<file path="config.mk">
export PLATFORM = sky130hd
export DESIGN_NAME = mem_port
export DESIGN_NICKNAME = d
export VERILOG_FILES = /design/src/hdl/mem_axi_pkg.sv /design/src/hdl/mem_port.sv
export SDC_FILE = /design/constraint.sdc
export NUM_CORES = 1
export LEC_CHECK = 0
export ABC_CLOCK_PERIOD_IN_PS = 2750
export BUFFER_PORTS_ARGS = -buffer_cell sky130_fd_sc_hd__buf_2
export CORE_MARGIN = 5
export CORE_UTILIZATION = 37
export CTS_BUF_LIST = sky130_fd_sc_hd__clkbuf_8 sky130_fd_sc_hd__clkbuf_16
export CTS_CLUSTER_DIAMETER = 120
export DETAILED_ROUTE_END_ITERATION = 8
export MAX_ROUTING_LAYER = met4
export PLACE_DENSITY = 0.75
export SLEW_MARGIN = 20
export SYNTH_ARGS = -nofsm -noshare
export SYNTH_HDL_FRONTEND = slang
export SYNTH_SLANG_ARGS = --single-unit
</file>
<file path="constraint.sdc">
create_clock -name clk -period 2.75 [get_ports clk]
set_input_delay 0.4125 -clock clk [delete_from_list [all_inputs] [get_ports clk]]
set_output_delay 0.4125 -clock clk [all_outputs]
set_load 0.03 [all_outputs]
</file>
<file path="src/hdl/mem_axi_pkg.sv">
package mem_axi_pkg;

    //////////////////////////////////////////////////////////////////////
    // Bus widths
    //////////////////////////////////////////////////////////////////////

    localparam int ADDR_W = 32;
    localparam int DATA_W = 32;
    localparam int STRB_W = DATA_W / 8;

    //////////////////////////////////////////////////////////////////////
    // Client side request and response
    //////////////////////////////////////////////////////////////////////

    typedef struct packed {
        logic [ADDR_W-1:0] addr;
        logic [DATA_W-1:0] wdata;
        logic [STRB_W-1:0] wstrb;
        logic              we;
    } mem_req_t;

    typedef struct packed {
        logic [DATA_W-1:0] rdata;
        logic              err;
    } mem_rsp_t;

    //////////////////////////////////////////////////////////////////////
    // AXI4-Lite channels
    //////////////////////////////////////////////////////////////////////

    // Response codes as carried on BRESP and RRESP
    typedef enum logic [1:0] {
        OKAY   = 2'b00,
        EXOKAY = 2'b01,
        SLVERR = 2'b10,
        DECERR = 2'b11
    } axi_resp_e;

    typedef struct packed {
        logic [ADDR_W-1:0] addr;
    } axi_aw_t;

    typedef struct packed {
        logic [ADDR_W-1:0] addr;
    } axi_ar_t;

    typedef struct packed {
        logic [DATA_W-1:0] data;
        logic [STRB_W-1:0] strb;
    } axi_w_t;

    typedef struct packed {
        axi_resp_e resp;
    } axi_b_t;

    typedef struct packed {
        logic [DATA_W-1:0] data;
        axi_resp_e         resp;
    } axi_r_t;

endpackage

</file>
<file path="src/hdl/mem_port.sv">
`timescale 1ns/1ps

module mem_port (
    input  logic                  clk,
    input  logic                  rst_n,

    // Client strobe interface
    input  logic                  req,
    input  mem_axi_pkg::mem_req_t req_data,
    output logic                  busy,
    output logic                  done,
    output mem_axi_pkg::mem_rsp_t rsp,

    // Towards the arbiter
    output logic                  pending,
    output mem_axi_pkg::mem_req_t slot,
    input  logic                  complete,
    input  mem_axi_pkg::mem_rsp_t result
);

    logic pending_q;
    logic done_q;
    logic accept;

    // A new request is only taken when the slot is fully free
    assign accept = req && !busy;

    always_ff @(posedge clk or negedge rst_n) begin
        if (!rst_n) begin
            pending_q <= 1'b0;
            done_q    <= 1'b0;
        end else begin
            done_q <= 1'b0;
            if (accept) begin
                pending_q <= 1'b1;
            end
            if (complete) begin
                pending_q <= 1'b0;
                done_q    <= 1'b1;
            end
        end
    end

    // Held request and returned response
    always_ff @(posedge clk) begin
        if (accept) begin
            slot <= req_data;
        end
        if (complete) begin
            rsp <= result;
        end
    end

    assign pending = pending_q;
    assign done    = done_q;
    // Busy stays up through the done cycle
    assign busy    = pending_q | done_q;

endmodule

</file>
==> flow_metrics.tcl <==
set metrics [dict create \
    status "finished clean" \
    finalSetupViolCount 0 \
    max-slew-margin-rel 0.544 \
    diodes 0 \
    rsz0062_at_grt "false" \
    slew_viol_final 0 \
    nNetsFinal 439 \
    dieArea_um2 10400 \
    numPortBuffers 210 \
    firstDrtPassIters 4 \
    postRouteAntennaNets 0 \
    grtUsageTotal 0.139 \
    path_max_fanout 3 \
    synth_cell_type_count 7 \
    required_ps 2340 \
    routed_wirelength_um 7290 \
    syn-cell-area_um2 3150 \
    vias 1908 \
    gp_congestion 0.733 \
    yosys_warnings 0 \
    wire_per_inst_um 16.5 \
    grt_max_degree 70 \
    synth_area_leaders "edfxtp_1 97%, dfrtp_1 1.6%, or2_4 0.28%" \
    via_per_inst 4.32 \
    max_stage_delay_ps 400 \
    arrival_ps 1190 \
    post_cts_buffers 0 \
    fp.coreArea_um2 8260 \
    fin_crit_sh 0.582 \
    ys_ff_latch 104 \
    slowest_stage "dfrtp_1" \
    cp-end-kind "output port" \
    path_cells "or2_4 > buf_2" \
    hold_violations 0 \
    syn-mean-instance-area_um2 28.6 \
    placed_cell_area_um2 4350 \
    cts.htree.levels 3 \
    die_x_um 102 \
    start_kind "flip-flop" \
    grt-ovfl-total 0 \
    post-route-min-period_ps 1600 \
    clockBufferDepth 2 \
    ios 211 \
    initial_core_util 0.381 \
    leakage_nw 1.93 \
    antenna_found_initial 0 \
    grt_pass1_vias 1967 \
    grt_pass1_wl_um 10100 \
    synthToLayoutAreaGrowth_pct 43.8 \
    yosys.area.top_type "edfxtp_1" \
    clkLatencyLatePin_ps 360 \
    postCtsResizedCells 0 \
    die_h_um 102 \
    clkTransAtPathRegs_ps 100 \
    fmax_mhz 625 \
    fp-row-count 33 \
    cts_buffers 9 \
    final_layout_size_suffix_gt1_frac 0.671 \
    tns_ps 0 \
    synth_top_area_share 0.973 \
    cts_tree "built" \
    ys_seq_area_frac 0.989 \
    maxCapViolCount 0 \
    dp_hpwl_um 5720 \
    cts_root_buf "clkbuf_8" \
    path_class "reg2out" \
    ir_drop_mv 0.329 \
    drt_iter0_drc 46 \
    cts.sinks 104 \
    finClkSkew_ps 10.5 \
    syn_nets 216 \
    tightestPinTransition_ps 684 \
    powerDensity_nw_per_um2 668 \
    drc 0 \
    final_area_um2 4530 \
    hold_path_class "in2reg" \
    netlist_instances 110 \
]
## area by class of cell
type                    count  area [um^2]
clock buffers               9          124
clock inverters             6         37.5
fillers                   687         3730
inverters                   2         7.51
multi-input cells           4         31.3
flip-flops and latches    104         3110
well taps                 105          131
repair buffers            212         1080
## registers in the layout, indices dropped and copies added, names as in the netlist
signal	cells
done	1
rsp	33
pending	1
slot	69
## synth_stat cells
master / instances
or2_4: 1
inv_1: 2
nand2b_1: 1
dfrtp_1: 2
edfxtp_1: 102
nor2_2: 1
a21oi_1: 1
## power by group
group,switching [mW],internal (mW),total (mW)
logic,0.254,0.112,0.366
clock network,0.479,0.321,0.800
registers,0.0191,1.84,1.86
## routing by layer
metal	wire length (um)	share of wire	vias to the layer above	global-route usage
li1	-	-	882	-
met1	2760	0.38	867	0.157
met2	3340	0.46	150	0.218
met3	1090	0.15	9	0.0608
met4	102	0.014	0	0.0515
met5	0	0	-	-
## worst max-delay path, delay by kind of cell (launching register included)
| kind | cells | cell delay (ps) |
|---|---|---|
| buffers and inverters | 1 | 180 |
| AND/OR/NAND/NOR | 1 | 260 |
| flip-flops | 1 | 400 |
## layout by cell type, fill, tap and decap left out
cell,synthesis,routed
clkinv_1,0,1
dfrtp_1,2,2
or2_4,1,1
edfxtp_1,102,102
buf_2,0,210
inv_1,2,3
inv_6,0,1
clkinvlp_4,0,1
clkinv_4,0,1
buf_12,0,1
clkbuf_8,0,9
nand2b_1,1,1
a21oi_1,1,1
nor2_4,0,1
dlygate4sd3_1,0,1
clkinv_2,0,1
## path summary, 6_finish.rpt
check | start | end | slack [ps] | cells past startpoint
max reg2reg | done | slot[35] | 1300 | 3
max in group asynchronous | rst_n | done | 2270 | 2
min | req_data[57] | slot[57] | 220 | 1
min in group asynchronous | rst_n | pending | 380 | 2
min reg2reg | pending | pending | 540 | 2
max | done | busy | 1150 | 2
## through the flow
step | hold slack (ps) | std cells | setup WS (ps) | total power, mW | utilization
finish | 223 | 442 | 1150 | 3.02 | 0.548
global route | 186 | 442 | 1090 | 3.17 | 0.548
CTS | 198 | 442 | 1120 | 3.07 | 0.548
detailed placement | 200 | 426 | 1320 | 2.27 | 0.527
global placement | 197 | 426 | 1340 | 2.26 | 0.527
floorplan | 117 | 110 | 473 | 2.09 | -
## kinds of logic after synthesis
logic type	count (synthesis)	share of synthesized area
buf+inv	2	0.00239
compound gates	1	0.00159
simple gates	3	0.00676
flops	104	0.989
## repair_timing
item / in CTS / in global routing
hold buffers: 1 / 0
setup endpoints to repair: 0 / 0
hold endpoints to repair: 2 / 0
Power figures use the tool's default switching activity.
