### src/hdl/mem_axi_pkg.sv
package mem_axi_pkg;

    //////////////////////////////////////////////////////////////////////
    // Bus widths
    //////////////////////////////////////////////////////////////////////

    localparam int ADDR_W = 32;
    localparam int DATA_W = 32;
    localparam int STRB_W = DATA_W / 8;

    //////////////////////////////////////////////////////////////////////
    // Client side request and response
    //////////////////////////////////////////////////////////////////////

    typedef struct packed {
        logic [ADDR_W-1:0] addr;
        logic [DATA_W-1:0] wdata;
        logic [STRB_W-1:0] wstrb;
        logic              we;
    } mem_req_t;

    typedef struct packed {
        logic [DATA_W-1:0] rdata;
        logic              err;
    } mem_rsp_t;

    //////////////////////////////////////////////////////////////////////
    // AXI4-Lite channels
    //////////////////////////////////////////////////////////////////////

    // Response codes as carried on BRESP and RRESP
    typedef enum logic [1:0] {
        OKAY   = 2'b00,
        EXOKAY = 2'b01,
        SLVERR = 2'b10,
        DECERR = 2'b11
    } axi_resp_e;

    typedef struct packed {
        logic [ADDR_W-1:0] addr;
    } axi_aw_t;

    typedef struct packed {
        logic [ADDR_W-1:0] addr;
    } axi_ar_t;

    typedef struct packed {
        logic [DATA_W-1:0] data;
        logic [STRB_W-1:0] strb;
    } axi_w_t;

    typedef struct packed {
        axi_resp_e resp;
    } axi_b_t;

    typedef struct packed {
        logic [DATA_W-1:0] data;
        axi_resp_e         resp;
    } axi_r_t;

endpackage

### src/hdl/axi_lite_master.sv
`timescale 1ns/1ps

module axi_lite_master (
    input  logic                             clk,
    input  logic                             rst_n,

    // Command from the arbiter
    input  logic                             start,
    input  mem_axi_pkg::mem_req_t            cmd,
    output logic                             finish,
    output mem_axi_pkg::mem_rsp_t            result,

    // AW
    output logic                             awvalid,
    input  logic                             awready,
    output logic [mem_axi_pkg::ADDR_W-1:0]   awaddr,

    // W
    output logic                             wvalid,
    input  logic                             wready,
    output logic [mem_axi_pkg::DATA_W-1:0]   wdata,
    output logic [mem_axi_pkg::STRB_W-1:0]   wstrb,

    // B
    input  logic                             bvalid,
    output logic                             bready,
    input  logic [1:0]                       bresp,

    // AR
    output logic                             arvalid,
    input  logic                             arready,
    output logic [mem_axi_pkg::ADDR_W-1:0]   araddr,

    // R
    input  logic                             rvalid,
    output logic                             rready,
    input  logic [mem_axi_pkg::DATA_W-1:0]   rdata,
    input  logic [1:0]                       rresp
);

    typedef enum logic [2:0] {
        ST_IDLE,
        ST_WRITE,
        ST_WAIT_B,
        ST_READ,
        ST_WAIT_R
    } state_e;

    state_e               state_q;
    mem_axi_pkg::axi_aw_t aw_q;
    mem_axi_pkg::axi_w_t  w_q;
    mem_axi_pkg::axi_ar_t ar_q;
    mem_axi_pkg::axi_b_t  b_beat;
    mem_axi_pkg::axi_r_t  r_beat;
    logic                 aw_done;
    logic                 w_done;

    //////////////////////////////////////////////////////////////////////
    // Channel mapping
    //////////////////////////////////////////////////////////////////////

    assign awaddr = aw_q.addr;
    assign wdata  = w_q.data;
    assign wstrb  = w_q.strb;
    assign araddr = ar_q.addr;

    assign b_beat.resp = mem_axi_pkg::axi_resp_e'(bresp);
    assign r_beat.data = rdata;
    assign r_beat.resp = mem_axi_pkg::axi_resp_e'(rresp);

    // AW and W may be accepted in either order
    assign aw_done = !awvalid || awready;
    assign w_done  = !wvalid || wready;

    //////////////////////////////////////////////////////////////////////
    // Transaction FSM
    //////////////////////////////////////////////////////////////////////

    always_ff @(posedge clk or negedge rst_n) begin
        if (!rst_n) begin
            state_q <= ST_IDLE;
            awvalid <= 1'b0;
            wvalid  <= 1'b0;
            bready  <= 1'b0;
            arvalid <= 1'b0;
            rready  <= 1'b0;
            finish  <= 1'b0;
        end else begin
            finish <= 1'b0;
            case (state_q)
                ST_IDLE: begin
                    if (start && cmd.we) begin
                        awvalid <= 1'b1;
                        wvalid  <= 1'b1;
                        state_q <= ST_WRITE;
                    end else if (start) begin
                        arvalid <= 1'b1;
                        state_q <= ST_READ;
                    end
                end
                ST_WRITE: begin
                    if (awready) begin
                        awvalid <= 1'b0;
                    end
                    if (wready) begin
                        wvalid <= 1'b0;
                    end
                    if (aw_done && w_done) begin
                        bready  <= 1'b1;
                        state_q <= ST_WAIT_B;
                    end
                end
                ST_WAIT_B: begin
                    if (bvalid) begin
                        bready  <= 1'b0;
                        finish  <= 1'b1;
                        state_q <= ST_IDLE;
                    end
                end
                ST_READ: begin
                    if (arready) begin
                        arvalid <= 1'b0;
                        rready  <= 1'b1;
                        state_q <= ST_WAIT_R;
                    end
                end
                ST_WAIT_R: begin
                    if (rvalid) begin
                        rready  <= 1'b0;
                        finish  <= 1'b1;
                        state_q <= ST_IDLE;
                    end
                end
                default: state_q <= ST_IDLE;
            endcase
        end
    end

    // Address, data and result capture
    always_ff @(posedge clk) begin
        if (state_q == ST_IDLE && start) begin
            aw_q.addr <= cmd.addr;
            ar_q.addr <= cmd.addr;
            w_q.data  <= cmd.wdata;
            w_q.strb  <= cmd.wstrb;
        end
        if (state_q == ST_WAIT_B && bvalid) begin
            result.rdata <= '0;
            result.err   <= (b_beat.resp != mem_axi_pkg::OKAY);
        end
        if (state_q == ST_WAIT_R && rvalid) begin
            result.rdata <= r_beat.data;
            result.err   <= (r_beat.resp != mem_axi_pkg::OKAY);
        end
    end

endmodule

### config.mk
export PLATFORM = sky130hd
export DESIGN_NAME = axi_lite_master
export DESIGN_NICKNAME = d
export VERILOG_FILES = /design/src/hdl/mem_axi_pkg.sv /design/src/hdl/axi_lite_master.sv
export SDC_FILE = /design/constraint.sdc
export NUM_CORES = 1
export LEC_CHECK = 0
export BUFFER_PORTS_ARGS = -buffer_cell sky130_fd_sc_hd__buf_2
export CAP_MARGIN = 20
export CORE_ASPECT_RATIO = 0.75
export CORE_UTILIZATION = 38
export CTS_CLUSTER_DIAMETER = 60
export DETAILED_ROUTE_END_ITERATION = 10
export PLACE_DENSITY = 0.75
export SLEW_MARGIN = 0
export SYNTH_ARGS = -nofsm -noshare
export SYNTH_HDL_FRONTEND = slang
export SYNTH_SLANG_ARGS = --single-unit
### constraint.sdc
create_clock -name clk -period 3.2 [get_ports clk]
set_clock_uncertainty 0.2 [all_clocks]
set_input_delay 0.32 -clock clk [delete_from_list [all_inputs] [get_ports clk]]
set_output_delay 0.32 -clock clk [all_outputs]
set_load 0.03 [all_outputs]
==> results of run 1 <==
-- worst reg2reg max path, delay by kind of cell, from the launching register on --
| kind | cells | cell delay (ns) |
|---|---|---|
| buf+inv | 1 | 0.55 |
| simple gates | 3 | 0.69 |
| flops | 1 | 0.56 |
-- power groups by stage --
stage | Combinational [mW] | Sequential (mW) | Clock (mW)
floorplan | 0.555 | 2.72 | 0
CTS | 1.57 | 2.13 | 1.05
global placement | 1.49 | 2.14 | 0
global route | 1.64 | 2.16 | 1.10
finish | 1.55 | 2.13 | 1.02
detailed placement | 1.50 | 2.16 | 0
-- cell type report --
class | instances | area, sq um
Sequential cell | 110 | 3258
Tap cell | 136 | 170.2
Timing Repair Buffer | 323 | 1969
Clock buffer | 11 | 232.7
Clock inverter | 5 | 45.04
Fill cell | 823 | 4134
Multi-Input combinational cell | 67 | 469.2
Inverter | 3 | 11.26
-- how the worst max path moves through the flow --
| stage | startpoint | end | depth (start not counted) |
|---|---|---|---|
| floorplan | state_q[1] | state_q[1] | 4 |
| global placement | state_q[0] | state_q[1] | 4 |
| detailed placement | state_q[0] | state_q[1] | 4 |
| CTS | state_q[0] | state_q[1] | 4 |
| global route | state_q[0] | state_q[1] | 4 |
| finish | state_q[0] | state_q[1] | 4 |
-- logic make-up (layout without fill, tap and decap cells) --
kind of cell | Yosys count | after routing | share of synthesized area
DFF | 110 | 110 | 0.8110
muxes | 1 | 1 | 0.002492
and+or+nand+nor | 52 | 52 | 0.08720
AOI/OAI and AO/OA | 14 | 14 | 0.02429
buffers and inverters | 40 | 342 | 0.07505
-- sequential cells by signal (all words and copies together), names as in the netlist, 3 cells and up --
register / cells
wdata: 32
araddr: 32
state_q: 3
wstrb: 4
result: 33
-- metal layers --
metal	track usage	wire (microns)
met1	0.1982	3750
met5	0	0
met4	0.05967	110
met2	0.3060	5003
met3	0.04648	557
-- through the flow --
stage | util | instance area [sq um] | setup WS, ns | setup TNS [ns] | hold slack [ns]
final | 0.5982 | 6156 | 1.136 | 0 | 0.02599
after floorplan | - | 4018 | -0.2446 | -14.87 | -0.1756
after CTS | 0.5982 | 6156 | 1.127 | 0 | 0.009797
after global routing | 0.5982 | 6156 | 0.9887 | 0 | 0.03110
after global placement | 0.5041 | 5187 | 1.191 | 0 | -0.01920
after detailed placement | 0.5041 | 5187 | 1.137 | 0 | -0.01476
-- what timing repair did --
| action | in CTS | in global routing |
|---|---|---|
| setup buffers | 0 | 0 |
| endpoints found under the hold margin | 77 | 0 |
| hold buffers | 69 | 0 |
-- layout by cell type (no fill, tap or decap), drive strengths merged --
master / n
o211ai: 1
a21oi: 5
nor4b: 1
nand3b: 3
and2: 32
o21a: 1
clkinvlp: 1
edfxtp: 101
inv: 4
and4bb: 1
nor2b: 1
clkbuf: 11
o2111ai: 1
o41ai: 1
dlygate4sd3: 69
nand2: 6
nor3: 1
o2bb2ai: 2
nand2b: 1
and2b: 1
nor2: 3
a31oi: 2
buf: 254
a41o: 1
clkinv: 3
nand3: 2
dfrtp: 9
mux2i: 1
==> impl_metrics.json, run 1 <==
{
  "synth.area.top_cells": "edfxtp_1, buf_4, dfrtp_1",
  "hold_path_end": "state_q[2]",
  "syn_area_sq_mm": 0.004018,
  "p_leak_nw": 2.658,
  "ant_nets": 0,
  "pwr-share-clk": 0.217,
  "path_clk_slew_ns": 0.07,
  "synth_cell_types": 27,
  "seqPwrFrac": 0.453,
  "drt-initial-drc-count": 167,
  "start_util": 0.3904,
  "hold_start": "rvalid",
  "final_cell_count_no_fill": 655,
  "syn_nets": 330,
  "rrSetupSlack_ns": 1.14,
  "std_cell_rows": 32,
  "end_kind": "register",
  "cp_num_buf_inv": 1,
  "drv_cap": 0,
  "die_area_sq_mm": 0.01099,
  "viasPerCell": 4.258,
  "critPathMaxStageDelay_ns": 0.56,
  "crit_chain": "nor4b_4 > buf_4 > and2b_1 > nand3b_1",
  "swShare": 0.3740,
  "htreeDepth": 3,
  "boundaryPins": 252,
  "dr.pass1.iters": 4,
  "path_max_fanout": 49,
  "synth_top_area_share": 0.7549,
  "clk_path_buf_depth": 2,
  "cts_resized": 0,
  "antennaDiodeCount": 0,
  "cp_data_required_time_ns": 3.27,
  "power.internal_mw": 2.944,
  "portBuffers": 251,
  "ir_worst_vdd_mv": 0.5086,
  "min_period_ns": 2.064,
  "syn_inst": 217,
  "hold_viol_final": 0,
  "rr_endpoint": "state_q[1]",
  "synth_ff_type": "edfxtp_1",
  "die_x_microns": 120.7,
  "synth_most_common_cell": "edfxtp_1",
  "antenna_found_initial": 0,
  "root_buffer": "clkbuf_16",
  "slew_violations": 0,
  "synth_edf_count": 101,
  "rsz0062_at_grt": "no",
  "critPathLaunchType": "register",
  "dp_cells": 570,
  "gr-total-overflow": 0,
  "yosysWarningCount": 0,
  "core_sq_mm": 0.01029,
  "drive_gt1_frac": 0.5511,
  "slew-limit-headroom": 0.5960,
  "detail_route.wirelength_microns": 9421,
  "period_share": 0.6450,
  "cts_tree": "yes",
  "p_per_area_mw_per_mm2": 763.8,
  "critPathSlowestCell": "dfrtp_1",
  "numCtsBuffers": 9,
  "r2r_start": "state_q[0]",
  "finalSetupViolCount": 0,
  "grt_pass1_vias": 2772,
  "wl_per_cell_microns": 14.38,
  "grt_first_pass_wirelength_microns": 13990,
  "hold_path.class": "input pin to register",
  "clock_latency_ns": 0.33,
  "p_switching_mw": 1.759,
  "worst-setup-path-type": "register to register",
  "syn_avg_cell_area_sq_um": 18.51,
  "outcome": "completed",
  "fin_nets": 627,
  "drc": 0,
  "die_h_microns": 91.05,
  "gp_congestion": 0.7454,
  "p_comb_frac": 0.330,
  "arrival_ns": 2.13,
  "ys_ff_latch": 110,
  "grt_max_degree": 50,
  "worst_slew_pin_slew_ns": 0.6060,
  "grtUsageTotal": 0.1717,
  "yosys-top-cells-count": "edfxtp_1, buf_4, and2_1, and2_2, dfrtp_1",
  "clock.fmax_mhz": 484.5,
  "synth_seq_area_share": 0.8110,
  "vias": 2789,
  "dp_hpwl_microns": 6660,
  "async_flop_share": 0.08182,
  "synthToLayoutAreaGrowth_pct": 53.22,
  "total_power_mw": 4.702,
  "clkSinkCount": 110,
  "cpLargestDelayFamily": "simple AND/OR/NAND/NOR gates",
  "ff2ff_path_depth": 4,
  "holdPathStages": 2,
  "synth_top_cell_by_area": "edfxtp_1"
}
Note: power is estimated with default switching activity, not from simulation.
==> inputs of run 2 (changes only) <==
--- a/config.mk
+++ b/config.mk
@@ -5,13 +5,14 @@
 export SDC_FILE = /design/constraint.sdc
 export NUM_CORES = 1
 export LEC_CHECK = 0
+export ABC_AREA = 1
 export BUFFER_PORTS_ARGS = -buffer_cell sky130_fd_sc_hd__buf_2
 export CAP_MARGIN = 20
 export CORE_ASPECT_RATIO = 0.75
-export CORE_UTILIZATION = 38
+export CORE_UTILIZATION = 39
 export CTS_CLUSTER_DIAMETER = 60
 export DETAILED_ROUTE_END_ITERATION = 10
-export PLACE_DENSITY = 0.75
+export PLACE_DENSITY = 0.77
 export SLEW_MARGIN = 0
 export SYNTH_ARGS = -nofsm -noshare
 export SYNTH_HDL_FRONTEND = slang
==> constraint.sdc (replaced) <==
create_clock -name clk -period 1.8 [get_ports clk]
set_clock_uncertainty 0.2 [all_clocks]
set_input_delay 0.18 -clock clk [delete_from_list [all_inputs] [get_ports clk]]
set_output_delay 0.18 -clock clk [all_outputs]
set_load 0.03 [all_outputs]
==> run 2 against run 1 <==
Power grew 90%. Final cell count increased by 15%. Register-to-register slack worse by 1.0 ns. Largest cell class unchanged. Design area grew 9.7%. First-iteration DRC count grew 3.6%. Via count is 17% higher. Clock-buffer cell count down 2. Combinational power is 120% higher. Die area fell by 0.82%. Utilization grew 8.2 points. Synthesized cell count grew 24%. Sequential share of layout area fell by 4.7 points.
==> impl_metrics.json, run 2 <==
{
  "outcome": "completed",
  "core_sq_mm": 0.009930,
  "async_flop_share": 0.08182,
  "crit_start": "start",
  "die_x_microns": 120.2,
  "hold_path.class": "input pin to register",
  "die_h_microns": 90.68,
  "syn_inst": 269,
  "yosysWarningCount": 0,
  "min_period_ns": 1.713,
  "antennaDiodeCount": 0,
  "slew-limit-headroom": 0.8260,
  "fin_nets": 727,
  "synth_ff_type": "edfxtp_1",
  "gr-total-overflow": 0,
  "worst-setup-path-type": "input pin to register",
  "antenna_found_initial": 0,
  "grtUsageTotal": 0.2117,
  "layout_setup_ws_ns": 0.08735,
  "rr_endpoint": "wdata[25]",
  "final_cell_count_no_fill": 750,
  "ir_worst_vdd_mv": 0.7466,
  "layout_common_cells": "buf_2, dlygate4sd3_1, edfxtp_1",
  "dp_hpwl_microns": 7302,
  "finalInstanceArea_sq_mm": 0.006751,
  "clkSinkCount": 110,
  "drt-initial-drc-count": 173,
  "die_area_sq_mm": 0.01090,
  "numCtsBuffers": 9,
  "slew_violations": 0,
  "tns_ns": 0,
  "synth_seq_area_share": 0.7968,
  "dr.pass1.iters": 4,
  "syn_avg_cell_area_sq_um": 15.20,
  "grt_first_pass_wirelength_microns": 17170,
  "boundaryPins": 252,
  "r2r_start": "state_q[1]",
  "syn_area_sq_mm": 0.004089,
  "grt_pass1_vias": 3385,
  "vias": 3259,
  "final_common_cell": "buf_2",
  "finalSetupViolCount": 0,
  "holdPathStages": 3,
  "rrSetupSlack_ns": 0.11,
  "p_leak_nw": 3.093,
  "ant_nets": 0,
  "gp_congestion": 0.8249,
  "clock_latency_ns": 0.33,
  "arrival_ns": 1.53,
  "largest_reg_flops": 33,
  "synth_cell_types": 20,
  "synth_most_common_cell": "edfxtp_1",
  "path_clk_slew_ns": 0.07,
  "detail_route.wirelength_microns": 11600,
  "root_buffer": "clkbuf_16",
  "drive_gt1_frac": 0.4693,
  "synth_edf_count": 101,
  "std_cell_rows": 31,
  "worst_slew_pin_slew_ns": 0.2610,
  "synth_top_cell_by_area": "edfxtp_1",
  "ys_ff_latch": 110,
  "p_per_area_mw_per_mm2": 1322,
  "end_kind": "register",
  "endpoint": "wdata[25]",
  "htreeDepth": 3,
  "synth_top_area_share": 0.7417,
  "ff2ff_path_depth": 5,
  "drv_cap": 0,
  "synthToLayoutAreaGrowth_pct": 65.12,
  "pre_cts_ws_ns": 0.05626,
  "postPlaceCellArea_sq_mm": 0.005349,
  "path_max_fanout": 35,
  "clk_path_buf_depth": 2,
  "grt_max_degree": 71,
  "hold_viol_final": 0,
  "viasPerCell": 4.345,
  "start_util": 0.4118,
  "wl_per_cell_microns": 15.47,
  "cp_data_required_time_ns": 1.62,
  "syn_nets": 382,
  "regMostFlops": "result",
  "critPathLaunchType": "input pin",
  "post-route-util": 0.6799,
  "clock.fmax_mhz": 583.9,
  "period_share": 0.9515,
  "portBuffers": 251,
  "synth.area.top_cells": "edfxtp_1, buf_4, dfrtp_1",
  "rsz0062_at_grt": "no",
  "drc": 0,
  "cts_tree": "yes",
  "yosys-top-cells-count": "edfxtp_1, inv_1, nor2_1, buf_4, nand2_1",
  "dp_cells": 624
}
[run 2: layout make-up]
class / instances / area (sq um)
multi-input combinational: 80 / 396.6
fill: 725 / 3178
clock inverter: 6 / 45.04
sequential: 110 / 3259
inverter: 43 / 161.4
clock buffer: 9 / 225.2
timing repair buffer: 370 / 2499
tap: 132 / 165.2
[run 2: worst max-delay path: stages]
cell,delay [ns]
dlygate4sd3_1,0.53
buf_2,0.13
inv_1,0.08
nor3_4,0.20
buf_12,0.15
buf_8,0.26
[run 2: per-layer routing]
layer,global-route usage,share of wire,vias up
li1,-,-,1554
met1,0.2287,0.37,1540
met2,0.4071,0.55,150
met3,0.05745,0.063,15
met4,0.04733,0.015,0
met5,0,0,-
[run 2: report_power, final]
part | switching, mW | internal [mW]
sequential | 0.238 | 3.54
clock | 0.872 | 0.939
combinational | 2.33 | 1.02
total | 3.44 | 5.49
[run 2: logic make-up (layout without fill, tap and decap cells)]
kind of cell	count (synthesis)	in the layout	synth area share
buffers and inverters	79	428	0.1092
AND/OR/NAND/NOR	73	73	0.08507
AO/OA/AOI/OAI	7	7	0.008873
flip-flops	110	110	0.7968
[run 2: stage by stage]
step	power, mW	hold slack, ns
2_1_floorplan	6.029	-0.3156
3_3_place_gp	6.833	-0.1553
3_5_place_dp	6.883	-0.1465
4_1_cts	8.884	0.004056
5_1_grt	9.309	0.02523
6_report	8.928	0.01270
[run 2: how the worst min path moves through the flow]
stage	startpoint	end	slack (ns)
floorplan	rst_n	arvalid	-0.32
finish	rresp[0]	result[0]	0.01
detailed placement	rst_n	wvalid	-0.15
CTS	rresp[0]	result[0]	0.004
global placement	rst_n	finish	-0.16
global route	rresp[0]	result[0]	0.03
[run 2: what timing repair did]
item / in CTS / in global routing
gates resized for setup: 0 / 3
endpoints found under the setup margin: 0 / 69
setup buffers: 0 / 1
endpoints found under the hold margin: 115 / 0
hold buffers: 108 / 0
==> inputs of run 3 (changes only) <==
--- a/config.mk
+++ b/config.mk
@@ -9,10 +9,11 @@
 export BUFFER_PORTS_ARGS = -buffer_cell sky130_fd_sc_hd__buf_2
 export CAP_MARGIN = 20
 export CORE_ASPECT_RATIO = 0.75
-export CORE_UTILIZATION = 39
+export CORE_UTILIZATION = 40
+export CTS_BUF_LIST = sky130_fd_sc_hd__clkbuf_4 sky130_fd_sc_hd__clkbuf_8
 export CTS_CLUSTER_DIAMETER = 60
 export DETAILED_ROUTE_END_ITERATION = 10
-export PLACE_DENSITY = 0.77
+export PLACE_DENSITY = 0.78
 export SLEW_MARGIN = 0
 export SYNTH_ARGS = -nofsm -noshare
 export SYNTH_HDL_FRONTEND = slang
==> run 3 against run 2 <==
Non-clock buffer count up 3. Clock power down 13%. First-iteration DRC count is 14% higher. Combinational power decreased by 1%. Die area is 2.5% lower. Register-to-register slack hardly changed. Largest cell class unchanged. Highest routed layer unchanged. Flip-flop and latch count is the same. Utilization up 0.75 points. Routed wire length fell by 1.3%. Critical path type is now register to register. Global-route usage down 0.36 points.
==> impl_metrics.json, run 3 (synthesis gave the netlist of run 2 again) <==
{
  "outcome": "completed",
  "root_buffer": "clkbuf_8",
  "clock.fmax_mhz": 589.4,
  "ant_nets": 0,
  "rsz0062_at_grt": "no",
  "end_kind": "register",
  "whs_ns": 0.2866,
  "worst-setup-path-type": "register to register",
  "min_period_ns": 1.697,
  "worst_slew_pin_slew_ns": 0.4543,
  "std_cell_rows": 31,
  "die_x_microns": 118.7,
  "drv_cap": 0,
  "start_util": 0.4183,
  "antenna_found_initial": 0,
  "fin_nets": 730,
  "antennaDiodeCount": 0,
  "hold_viol_final": 0,
  "post-route-util": 0.6874,
  "detail_route.wirelength_microns": 11460,
  "gr-total-overflow": 0,
  "slew_violations": 0,
  "clkSinkCount": 110,
  "slew-limit-headroom": 0.6962,
  "p_per_area_mw_per_mm2": 1290,
  "finalSetupViolCount": 0,
  "portBuffers": 251,
  "drt-initial-drc-count": 198,
  "die_area_sq_mm": 0.01063,
  "hold_path.class": "register to register",
  "holdPathStages": 2,
  "regMostFlops": "result",
  "core_sq_mm": 0.009774,
  "viasPerCell": 4.346,
  "grt_max_degree": 37,
  "cts_tree": "yes",
  "path_clk_slew_ns": 0.10,
  "cp_data_required_time_ns": 1.67,
  "drive_gt1_frac": 0.4678,
  "wl_per_cell_microns": 15.19,
  "arrival_ns": 1.57,
  "grtUsageTotal": 0.2081,
  "rrSetupSlack_ns": 0.10,
  "grt_first_pass_wirelength_microns": 16300,
  "synthToLayoutAreaGrowth_pct": 64.32,
  "num-fill-cells": 683,
  "dr.pass1.iters": 4,
  "layout_common_cells": "buf_2, dlygate4sd3_1, edfxtp_1",
  "rr_endpoint": "wdata[24]",
  "largest_reg_flops": 33,
  "path_max_fanout": 35,
  "r2r_start": "state_q[2]",
  "ir_worst_vdd_mv": 0.6715,
  "hold_start": "rready",
  "gp_congestion": 0.9048,
  "die_h_microns": 89.56,
  "drc": 0,
  "ff2ff_path_depth": 5,
  "numCtsBuffers": 9,
  "vias": 3277,
  "period_share": 0.9426,
  "clk_path_buf_depth": 2,
  "htreeDepth": 3,
  "grt_pass1_vias": 3316,
  "clock_latency_ns": 0.37,
  "boundaryPins": 252,
  "dp_hpwl_microns": 6948,
  "hold_path_end": "rready",
  "p_leak_nw": 3.083,
  "critPathLaunchType": "register",
  "final_common_cell": "buf_2"
}
[run 3: changes by cell type in the layout (fill, tap and decap cells not counted), sizes merged]
cell | before | now
buf | 261 | 259
dlygate4sd3 | 108 | 113
clkinvlp | 2 | 1
bufinv | 0 | 1
inv | 45 | 46
[run 3: power by group]
part	switching [mW]	internal [mW]	total [mW]
clock network	0.888	0.678	1.57
registers	0.271	3.54	3.81
logic	2.29	1.00	3.29
total	3.45	5.22	8.67
[run 3: area by class of cell]
type / instances / area, sq um / share of cell area
Multi-Input combinational cell: 80 / 396.6 / 0.05903
Sequential cell: 110 / 3261 / 0.4853
Clock inverter: 7 / 88.84 / 0.01322
Tap cell: 132 / 165.2 / 0.02458
Timing Repair Buffer: 373 / 2522 / 0.3754
Inverter: 43 / 161.4 / 0.02402
Clock buffer: 9 / 123.9 / 0.01844
[run 3: how the worst max path moves through the flow]
stage	startpoint	to	slack, ns	cells past startpoint
6_report	state_q[2]	wdata[24]	0.10	5
5_1_grt	state_q[0]	result[3]	0.03	4
4_1_cts	state_q[1]	wdata[21]	0.05	4
3_5_place_dp	state_q[1]	araddr[12]	0.06	4
3_3_place_gp	state_q[1]	araddr[29]	0.10	4
2_1_floorplan	state_q[2]	araddr[0]	-1.16	3
[run 3: stage by stage]
step | power [mW] | instances | setup TNS (ns) | worst slack, ns | instance area (sq um)
global route | 9.048 | 754 | 0 | 0.03197 | 6719
CTS | 8.630 | 750 | 0 | 0.04790 | 6670
floorplan | 6.029 | 269 | -83.15 | -1.159 | 4103
global placement | 6.806 | 621 | 0 | 0.1032 | 5326
finish | 8.667 | 754 | 0 | 0.1034 | 6719
detailed placement | 6.862 | 621 | 0 | 0.06276 | 5326
[run 3: per-layer routing]
metal	wire length, microns	GRT usage	up-vias
li1	-	-	1553
met1	4037	0.2120	1552
met2	6322	0.4051	160
met3	966	0.07781	12
met4	129	0.05984	0
met5	0	0	-
[run 3: repair_timing]
action / in CTS / in global routing
resized for setup: 0 / 1
hold endpoints to repair: 118 / 0
buffers inserted: 0 / 3
hold buffers: 113 / 0
setup endpoints to repair: 0 / 70
[run 3: critical path: stages, from the launching register on]
cell and delay [ns]:
dfrtp_2 0.49, nor2_4 0.14, inv_2 0.06, nor3_4 0.14
buf_4 0.15, buf_12 0.20
